**src/rtl/memStage_params.svh**
```systemverilog
// memory stage parameters for widths, interrupt lines and exception vector
`ifndef MEM_STAGE_PARAMS_SVH
`define MEM_STAGE_PARAMS_SVH

// data and address width
`define XLEN 32

// hardware interrupt lines, mapped to Status IM[7:2]
`define INT_NUM 6

// boot exception vector base
`define EXC_VEC_BASE 32'hBFC00200

// general exception entry offset
`define EXC_VEC_OFFSET 32'h00000180

`endif

```
**src/rtl/pipeTypesPkg.sv**
```systemverilog
// pipeline control types for loads and stores carried down to memory
package pipeTypesPkg;

    // access size encodings, shared by loads and stores
    localparam logic [1:0] sizeByte = 2'd0;
    localparam logic [1:0] sizeHalf = 2'd1;
    localparam logic [1:0] sizeWord = 2'd2;

    typedef struct packed {
        logic       readMem;  // instruction loads
        logic [1:0] size;
    } loadType;

    typedef struct packed {
        logic       dmWr;     // instruction stores
        logic [1:0] size;
    } storeType;

endpackage

```
**src/rtl/excPkg.sv**
```systemverilog
// exception codes and exception flags carried by the pipeline
package excPkg;

    // Cause.ExcCode values, None marks no exception
    typedef enum logic [4:0] {
        Int  = 5'd0,
        AdEL = 5'd4,
        AdES = 5'd5,
        Sys  = 5'd8,
        Bp   = 5'd9,
        RI   = 5'd10,
        Ov   = 5'd12,
        None = 5'd31
    } excCode;

    // set by fetch, decode and execute
    typedef struct packed {
        logic fetchAdEL;
        logic reservedInstr;
        logic syscall;
        logic breakPt;
        logic overflow;
    } excFlags;

    // alignment faults found in memory
    typedef struct packed {
        logic loadMisaligned;
        logic storeMisaligned;
    } addrFault;

endpackage

```
**src/rtl/memReg.sv**
```systemverilog
// memory stage pipeline register, holds on stall and clears to a bubble on flush
`include "memStage_params.svh"

module memReg (
    input  logic                   clk,
    input  logic                   arstN,
    input  logic                   memFlush,
    input  logic                   memWr,

    input  logic [`XLEN-1:0]       exeAluOut,
    input  logic [`XLEN-1:0]       exeStoreData,
    input  logic [`XLEN-1:0]       exePc,
    input  pipeTypesPkg::loadType  exeLoadType,
    input  pipeTypesPkg::storeType exeStoreType,
    input  excPkg::excFlags        exeExc,
    input  logic                   exeIsEret,
    input  logic                   exeInDelaySlot,

    output logic [`XLEN-1:0]       memAluOut,
    output logic [`XLEN-1:0]       memStoreData,
    output logic [`XLEN-1:0]       memPc,
    output pipeTypesPkg::loadType  memLoadType,
    output pipeTypesPkg::storeType memStoreType,
    output excPkg::excFlags        memExc,
    output logic                   memIsEret,
    output logic                   memInDelaySlot
);

    always_ff @(posedge clk or negedge arstN) begin
        if (!arstN) begin
            memAluOut      <= '0;
            memStoreData   <= '0;
            memPc          <= '0;
            memLoadType    <= '0;
            memStoreType   <= '0;
            memExc         <= '0;
            memIsEret      <= 1'b0;
            memInDelaySlot <= 1'b0;
        end else if (memFlush) begin  // flush beats write
            memAluOut      <= '0;
            memStoreData   <= '0;
            memPc          <= '0;
            memLoadType    <= '0;
            memStoreType   <= '0;
            memExc         <= '0;
            memIsEret      <= 1'b0;
            memInDelaySlot <= 1'b0;
        end else if (memWr) begin
            memAluOut      <= exeAluOut;
            memStoreData   <= exeStoreData;
            memPc          <= exePc;
            memLoadType    <= exeLoadType;
            memStoreType   <= exeStoreType;
            memExc         <= exeExc;
            memIsEret      <= exeIsEret;
            memInDelaySlot <= exeInDelaySlot;
        end
    end

    // hazard unit must always drive the stage controls
    ctrlKnown: assert property (@(posedge clk) disable iff (!arstN)
        !$isunknown({memWr, memFlush}));

endmodule

```
**src/rtl/exceptionUnit.sv**
```systemverilog
// exception unit, prioritises carried exceptions and detects pending interrupts
`include "memStage_params.svh"

module exceptionUnit (
    input  excPkg::excFlags            memExc,
    input  logic [`INT_NUM-1:0]        interrupt,
    input  logic [`INT_NUM+1:2]        statusIm,  // IM7..IM2
    input  logic                       statusIe,
    output excPkg::excCode             pipeExc,
    output logic                       intPending
);

    // earliest stage first
    always_comb begin
        if (memExc.fetchAdEL) begin
            pipeExc = excPkg::AdEL;
        end else if (memExc.reservedInstr) begin
            pipeExc = excPkg::RI;
        end else if (memExc.syscall) begin
            pipeExc = excPkg::Sys;
        end else if (memExc.breakPt) begin
            pipeExc = excPkg::Bp;
        end else if (memExc.overflow) begin
            pipeExc = excPkg::Ov;
        end else begin
            pipeExc = excPkg::None;
        end
    end

    // line i lands on IP[i+2]
    assign intPending = statusIe && |(interrupt & statusIm);

endmodule

```
**src/rtl/storeAligner.sv**
```systemverilog
// store aligner, builds byte strobes and lane data and checks access alignment
`include "memStage_params.svh"

module storeAligner (
    input  logic [`XLEN-1:0]       memAluOut,
    input  logic [`XLEN-1:0]       memStoreData,
    input  pipeTypesPkg::loadType  memLoadType,
    input  pipeTypesPkg::storeType memStoreType,
    output logic [3:0]             wstrb,
    output logic [`XLEN-1:0]       wdata,
    output excPkg::addrFault       fault
);

    logic [1:0] offset;

    assign offset = memAluOut[1:0];

    function automatic logic misaligned(input logic [1:0] size, input logic [1:0] addrLow);
        logic bad;
        bad = 1'b0;
        if (size == pipeTypesPkg::sizeHalf) begin
            bad = addrLow[0];
        end else if (size == pipeTypesPkg::sizeWord) begin
            bad = |addrLow;
        end
        return bad;
    endfunction

    always_comb begin
        wstrb = 4'b0000;
        wdata = memStoreData;
        case (memStoreType.size)
            pipeTypesPkg::sizeByte: begin
                wstrb = 4'b0001 << offset;
                wdata = {4{memStoreData[7:0]}};
            end
            pipeTypesPkg::sizeHalf: begin
                wstrb = offset[1] ? 4'b1100 : 4'b0011;
                wdata = {2{memStoreData[15:0]}};
            end
            default: wstrb = 4'b1111;  // word
        endcase
        if (!memStoreType.dmWr) begin
            wstrb = 4'b0000;  // no lanes without a store
        end
    end

    assign fault.loadMisaligned  = memLoadType.readMem && misaligned(memLoadType.size, offset);
    assign fault.storeMisaligned = memStoreType.dmWr && misaligned(memStoreType.size, offset);

    // decode never marks one instruction as both load and store
    always_comb begin
        oneAccess: assert final ($isunknown({memLoadType.readMem, memStoreType.dmWr})
            || !(memLoadType.readMem && memStoreType.dmWr));
    end

endmodule

```
**src/rtl/memCommit.sv**
```systemverilog
// commit block, picks the final exception, keeps EPC/BadVAddr/EXL, gates the data bus
`include "memStage_params.svh"

module memCommit (
    input  logic                   clk,
    input  logic                   arstN,
    input  logic                   memWr,
    input  logic                   memFlush,
    input  logic                   dreqValid,
    input  excPkg::excCode         pipeExc,
    input  logic                   intPending,
    input  excPkg::addrFault       fault,
    input  logic [`XLEN-1:0]       memPc,
    input  logic [`XLEN-1:0]       memAluOut,
    input  logic                   memInDelaySlot,
    input  logic                   memIsEret,
    input  pipeTypesPkg::loadType  memLoadType,
    input  pipeTypesPkg::storeType memStoreType,

    output logic                   flushException,
    output excPkg::excCode         excCodeOut,
    output logic [`XLEN-1:0]       excVector,
    output logic [`XLEN-1:0]       cp0Epc,
    output logic                   cp0Bd,
    output logic [`XLEN-1:0]       cp0BadVaddr,
    output logic                   cp0Exl,
    output logic                   dbusValid,
    output logic                   dbusWrite,
    output logic [`XLEN-1:0]       dbusAddr
);

    logic excTaken;
    logic eretTaken;

    always_comb begin
        if (intPending && !cp0Exl) begin  // no nesting while EXL set
            excCodeOut = excPkg::Int;
        end else if (pipeExc != excPkg::None) begin
            excCodeOut = pipeExc;
        end else if (fault.loadMisaligned) begin
            excCodeOut = excPkg::AdEL;
        end else if (fault.storeMisaligned) begin
            excCodeOut = excPkg::AdES;
        end else begin
            excCodeOut = excPkg::None;
        end
    end

    assign excTaken       = (excCodeOut != excPkg::None);
    assign eretTaken      = memIsEret && !excTaken;
    assign flushException = excTaken || eretTaken;
    assign excVector      = eretTaken ? cp0Epc : `EXC_VEC_BASE + `EXC_VEC_OFFSET;

    always_ff @(posedge clk or negedge arstN) begin
        if (!arstN) begin
            cp0Epc      <= '0;
            cp0Bd       <= 1'b0;
            cp0BadVaddr <= '0;
            cp0Exl      <= 1'b0;
        end else if (memWr) begin
            if (excTaken) begin
                cp0Epc <= memInDelaySlot ? memPc - `XLEN'd4 : memPc;  // back to the branch
                cp0Bd  <= memInDelaySlot;
                cp0Exl <= 1'b1;
                if (excCodeOut == excPkg::AdEL && pipeExc == excPkg::AdEL) begin
                    cp0BadVaddr <= memPc;  // fetch fault
                end else if (excCodeOut == excPkg::AdEL || excCodeOut == excPkg::AdES) begin
                    cp0BadVaddr <= memAluOut;
                end
            end else if (eretTaken) begin
                cp0Exl <= 1'b0;
            end
        end
    end

    assign dbusValid = dreqValid && (memLoadType.readMem || memStoreType.dmWr)
                       && !flushException && !memFlush;
    assign dbusWrite = memStoreType.dmWr;
    assign dbusAddr  = memAluOut;

    // a cancelled instruction must not reach the cache
    noBusOnFlush: assert property (@(posedge clk) disable iff (!arstN)
        !(dbusValid && flushException));

endmodule

```
**src/rtl/memStage.sv**
```systemverilog
// memory stage top, register plus exception, store alignment and commit blocks
`include "memStage_params.svh"

module memStage (
    input  logic                   clk,
    input  logic                   arstN,
    input  logic                   memFlush,
    input  logic                   memWr,
    input  logic                   dreqValid,

    input  logic [`XLEN-1:0]       exeAluOut,
    input  logic [`XLEN-1:0]       exeStoreData,
    input  logic [`XLEN-1:0]       exePc,
    input  pipeTypesPkg::loadType  exeLoadType,
    input  pipeTypesPkg::storeType exeStoreType,
    input  excPkg::excFlags        exeExc,
    input  logic                   exeIsEret,
    input  logic                   exeInDelaySlot,

    input  logic [`INT_NUM-1:0]    interrupt,
    input  logic [`INT_NUM+1:2]    statusIm,
    input  logic                   statusIe,

    output logic [`XLEN-1:0]       memPc,
    output logic                   flushException,
    output excPkg::excCode         excCodeOut,
    output logic [`XLEN-1:0]       excVector,
    output logic [`XLEN-1:0]       cp0Epc,
    output logic                   cp0Bd,
    output logic [`XLEN-1:0]       cp0BadVaddr,
    output logic                   cp0Exl,
    output logic                   dbusValid,
    output logic                   dbusWrite,
    output logic [`XLEN-1:0]       dbusAddr,
    output logic [3:0]             wstrb,
    output logic [`XLEN-1:0]       wdata
);

    logic [`XLEN-1:0]       memAluOut;
    logic [`XLEN-1:0]       memStoreData;
    pipeTypesPkg::loadType  memLoadType;
    pipeTypesPkg::storeType memStoreType;
    excPkg::excFlags        memExc;
    logic                   memIsEret;
    logic                   memInDelaySlot;
    excPkg::excCode         pipeExc;
    logic                   intPending;
    excPkg::addrFault       fault;

    memReg uMemReg (
        .clk            (clk),
        .arstN          (arstN),
        .memFlush       (memFlush),
        .memWr          (memWr),
        .exeAluOut      (exeAluOut),
        .exeStoreData   (exeStoreData),
        .exePc          (exePc),
        .exeLoadType    (exeLoadType),
        .exeStoreType   (exeStoreType),
        .exeExc         (exeExc),
        .exeIsEret      (exeIsEret),
        .exeInDelaySlot (exeInDelaySlot),
        .memAluOut      (memAluOut),
        .memStoreData   (memStoreData),
        .memPc          (memPc),  // also leaves the stage
        .memLoadType    (memLoadType),
        .memStoreType   (memStoreType),
        .memExc         (memExc),
        .memIsEret      (memIsEret),
        .memInDelaySlot (memInDelaySlot)
    );

    exceptionUnit uExceptionUnit (
        .memExc     (memExc),
        .interrupt  (interrupt),
        .statusIm   (statusIm),
        .statusIe   (statusIe),
        .pipeExc    (pipeExc),
        .intPending (intPending)
    );

    storeAligner uStoreAligner (
        .memAluOut    (memAluOut),
        .memStoreData (memStoreData),
        .memLoadType  (memLoadType),
        .memStoreType (memStoreType),
        .wstrb        (wstrb),
        .wdata        (wdata),
        .fault        (fault)
    );

    memCommit uMemCommit (
        .clk            (clk),
        .arstN          (arstN),
        .memWr          (memWr),
        .memFlush       (memFlush),
        .dreqValid      (dreqValid),
        .pipeExc        (pipeExc),
        .intPending     (intPending),
        .fault          (fault),
        .memPc          (memPc),
        .memAluOut      (memAluOut),
        .memInDelaySlot (memInDelaySlot),
        .memIsEret      (memIsEret),
        .memLoadType    (memLoadType),
        .memStoreType   (memStoreType),
        .flushException (flushException),
        .excCodeOut     (excCodeOut),
        .excVector      (excVector),
        .cp0Epc         (cp0Epc),
        .cp0Bd          (cp0Bd),
        .cp0BadVaddr    (cp0BadVaddr),
        .cp0Exl         (cp0Exl),
        .dbusValid      (dbusValid),
        .dbusWrite      (dbusWrite),
        .dbusAddr       (dbusAddr)
    );

endmodule

```
**config.mk**
```make
export PLATFORM = sky130hd
export DESIGN_NAME = memStage
export DESIGN_NICKNAME = d
export VERILOG_FILES = /design/src/rtl/pipeTypesPkg.sv /design/src/rtl/excPkg.sv /design/src/rtl/memReg.sv /design/src/rtl/exceptionUnit.sv /design/src/rtl/storeAligner.sv /design/src/rtl/memCommit.sv /design/src/rtl/memStage.sv
export VERILOG_INCLUDE_DIRS = /design/src /design/src/rtl
export SDC_FILE = /design/constraint.sdc
export NUM_CORES = 1
export LEC_CHECK = 0
export BUFFER_PORTS_ARGS = -buffer_cell sky130_fd_sc_hd__buf_4
export CAP_MARGIN = 20
export CORE_AREA = 4 4 151 153
export DETAILED_ROUTE_END_ITERATION = 12
export DIE_AREA = 0 0 155 157
export PLACE_DENSITY_LB_ADDON = 0.3
export SLEW_MARGIN = 20
export SYNTH_ARGS = -nofsm -noshare
export SYNTH_HDL_FRONTEND = slang
export SYNTH_SLANG_ARGS = --single-unit
```
**constraint.sdc**
```tcl
create_clock -name clk -period 6.8 [get_ports clk]
set_input_delay 0 -clock clk [delete_from_list [all_inputs] [get_ports clk]]
set_output_delay 0 -clock clk [all_outputs]
set_load 0.01 [all_outputs]
```
==> metrics <==
DRT iter0 DRCs=312; Core Rows=54; Initial Util=0.3944; Routed wire per std cell=18.88 microns; area post-placement=11180 sq um; setup_tns=0 ns; sequential fraction of the synthesis area=0.5152; die area=24340 sq um; Post-synth EDFFs=0; Setup CP Type=flop to output port; final instance area=12880 sq um; Root Driver=clkbuf_16; DRT met1 WL=11890 microns; Crit. Startpoint=uMemReg.memExc[4]; Netlist cell types=42; TritonCTS clock tree=yes; number of global-route vias before repair=7938; final worst path period share=0.4617; Cell Pwr Density=236.3 nW/um^2; hold_sp=memFlush; Die H=157 microns; met2 WL=13990 microns; crit path max fanout=36; core area=~22000 sq um; detailed placement HPWL=between 15000 and 20000 microns; reported leakage power=6.417 nW; Max Cap Viol=0; Post-Syn Instances=822; vias per inst=between 4 and 5; Antenna Nets Post-Route=0; TritonCTS Sinks=175; First-pass DRT Iterations=4; worst-path cell chain=inv_2 -> nand2_1 -> nor4_2 -> buf_4 -> and2_1 -> nand2b_1 -> buf_4; ys async rst share=1.000; Worst Hold Class=primary input to flop; total congestion overflow=0; max-slew violations=0; Final Hold Viols=0; Clock Latency Late Sink=between 0.4 and 0.5 ns; Synth Net Count=950; Max Clk Rate=0.3185 GHz; Final setup violation count=0; Clk pin slew, worst setup/hold paths=0.07 ns; highest cell delay on the worst timing path=between 0.6 and 0.7 ns; post-synthesis compound-gate area fraction=0.05946; Port Buffers=332; Arrival @ worst endpoint=3.14 ns; final WL=28730 microns; fill count=~1800; largest family of logic cells by synthesized area=multiplexers; main flop type after synthesis=dfrtp_1; GRT Util Overall=0.2307; Critical Path Start Type=flop; Tmin final=3.140 ns; Bufs on Longest Clock Path=2; status=finished, final reports clean; Crit. End Element=output port; DRC Markers=0; number of H-tree levels=4; top sig layer=met4; Synth Area in XOR/XNOR=0.03091; Area Overhead vs Synth=51.53%; Synth Area in Adders=0.001472; WP buf/inv=3; CP required=~7 ns; DR WL met3=roughly 2200 microns; largest net degree at the start of global routing=around 110; Num CTS Buffers=17; Mapped Area=8501 sq um; Synth Area in Simple Gates=0.1429; CP delay by family, top=simple AND/OR/NAND/NOR gates; first-pass GRT wire length=44550 microns; RSZ-0062 raised after global routing=no; Clock Skew=0.009953 ns; GP Congestion=0.7964; Slew HR=0.3559; initial antenna violation count=1; slowest cell on the critical path=inv_2; worst slew pin tran=0.9638 ns; io pins=333; Synth Register Bits=175; mux cell area share after synthesis=0.2006; synthesized area per cell=10.34 sq um; die width=155 microns; Worst R2R Start=uMemReg.memStoreType[0]; routed vias=7606; nets@finish=1356; Synthesis Warnings=0; crit-path most repeated cell=buf_4; fraction of layout cells with a size suffix above 1=0.3247; VDD IR-drop max=~170 uV
==> worst register-to-register path: cells and delay by family (launching register included) <==
kind / cells / cell delay, ns
compound gates: 3 / 1.35
flops: 1 / 0.72
buf+inv: 1 / 0.50
mux: 1 / 0.28
xor+xnor: 1 / 0.13
==> Yosys cell counts, types with 4 or more instances <==
library cell,count,share of area
dfrtp_1,175,0.52
mux2i_1,149,0.18
nor2_1,124,0.055
nand2_1,47,0.021
clkbuf_1,40,0.018
o21ai_0,40,0.024
inv_1,36,0.016
o22ai_1,32,0.024
xnor2_1,25,0.026
and3_1,20,0.015
mux2_2,19,0.025
nand2b_1,17,0.013
nor4_1,16,0.012
buf_1,12,0.0053
nor3_1,12,0.0071
buf_4,8,0.0071
or3_1,6,0.0044
xor2_1,5,0.0052
a21oi_1,4,0.0024
==> placed cells by master (no fill, tap or decap), types with 3 or more instances in the layout <==
cell,instances
nand2_1,47
mux2_2,19
buf_4,339
dfrtp_1,175
clkbuf_16,17
inv_1,36
a21oi_1,3
or2_2,3
inv_6,3
nor2_1,123
dlygate4sd3_1,110
nor4_1,15
mux2i_1,149
or3_1,6
xnor2_1,25
a22oi_1,3
nor3_1,12
nand2b_1,17
o22ai_1,32
xor2_1,5
o21ai_0,40
clkinv_4,3
and3_1,20
==> flip-flops by register name (all words and copies together), names as in the netlist <==
name	flops
uMemReg.memAluOut	32
uMemCommit.cp0Exl	1
uMemCommit.cp0BadVaddr	32
uMemReg.memExc	5
uMemReg.memStoreType	3
uMemCommit.cp0Epc	32
uMemReg.memInDelaySlot	1
uMemReg.memLoadType	3
uMemReg.memStoreData	32
uMemCommit.cp0Bd	1
uMemReg.memPc	32
uMemReg.memIsEret	1
==> timing repair <==
| item | in CTS | in global routing |
|---|---|---|
| hold buffers | 110 | 0 |
| gates resized for setup | 0 | 0 |
| endpoints found under the hold margin | 216 | 0 |
| setup buffers | 0 | 0 |
==> path summary, 6_finish.rpt <==
kind / depth (start not counted) / end / slack (ns)
max: 7 / excVector[24] / 3.66
max in group asynchronous: 3 / uMemReg.memPc[31] / 5.04
min reg2reg: 2 / uMemCommit.cp0Epc[3] / 0.51
max reg2reg: 6 / uMemCommit.cp0BadVaddr[7] / 3.74
min in group asynchronous: 2 / uMemReg.memAluOut[11] / 0.26
min: 2 / uMemReg.memAluOut[26] / 0.01
==> stage by stage <==
stage               total power (W)  instances  utilization  setup slack (ns)  hold WS, ns
global placement           0.002000       1379       0.5188             3.808       0.1855
detailed placement         0.002016       1379       0.5188             3.696       0.1799
global route               0.003188       1522       0.5976             3.429      0.02038
finish                     0.003044       1522       0.5976             3.660      0.01064
CTS                        0.003071       1521       0.5975             3.648     0.004107
floorplan                  0.001601        822            -             4.350      -0.2956
==> cell type report <==
class / count / area, sq um / area share
clock buffer: 19 / 442.9 / 0.03439
inverter: 37 / 138.9 / 0.01078
sequential: 175 / 4379 / 0.3400
clock inverter: 13 / 152.6 / 0.01185
tap: 280 / 350.3 / 0.02720
timing repair buffer: 451 / 3671 / 0.2850
multi-input combinational: 546 / 3744 / 0.2906
antenna: 1 / 2.502 / 0.0001943
==> where the power goes <==
| group | total, W | leakage, nW | switching (W) | internal [W] |
|---|---|---|---|---|
| logic | 0.000754 | 3.83 | 0.000363 | 0.000391 |
| registers | 0.00129 | 2.29 | 0.000121 | 0.00117 |
| clock network | 0.000999 | 0.292 | 0.000438 | 0.000561 |
| total | 0.00304 | 6.42 | 0.000923 | 0.00212 |
==> layer usage <==
layer / up-vias / global-route usage
met5: - / 0
met4: 0 / 0.07359
met3: 42 / 0.06159
met2: 294 / 0.3895
met1: 3657 / 0.2906
li1: 3613 / -
==> cell families after synthesis <==
family	after synthesis
simple gates	261
flops	175
mux	168
buf+inv	101
compound gates	86
xor+xnor	30
fa+ha+maj	1
Power figures use the tool's default switching activity.
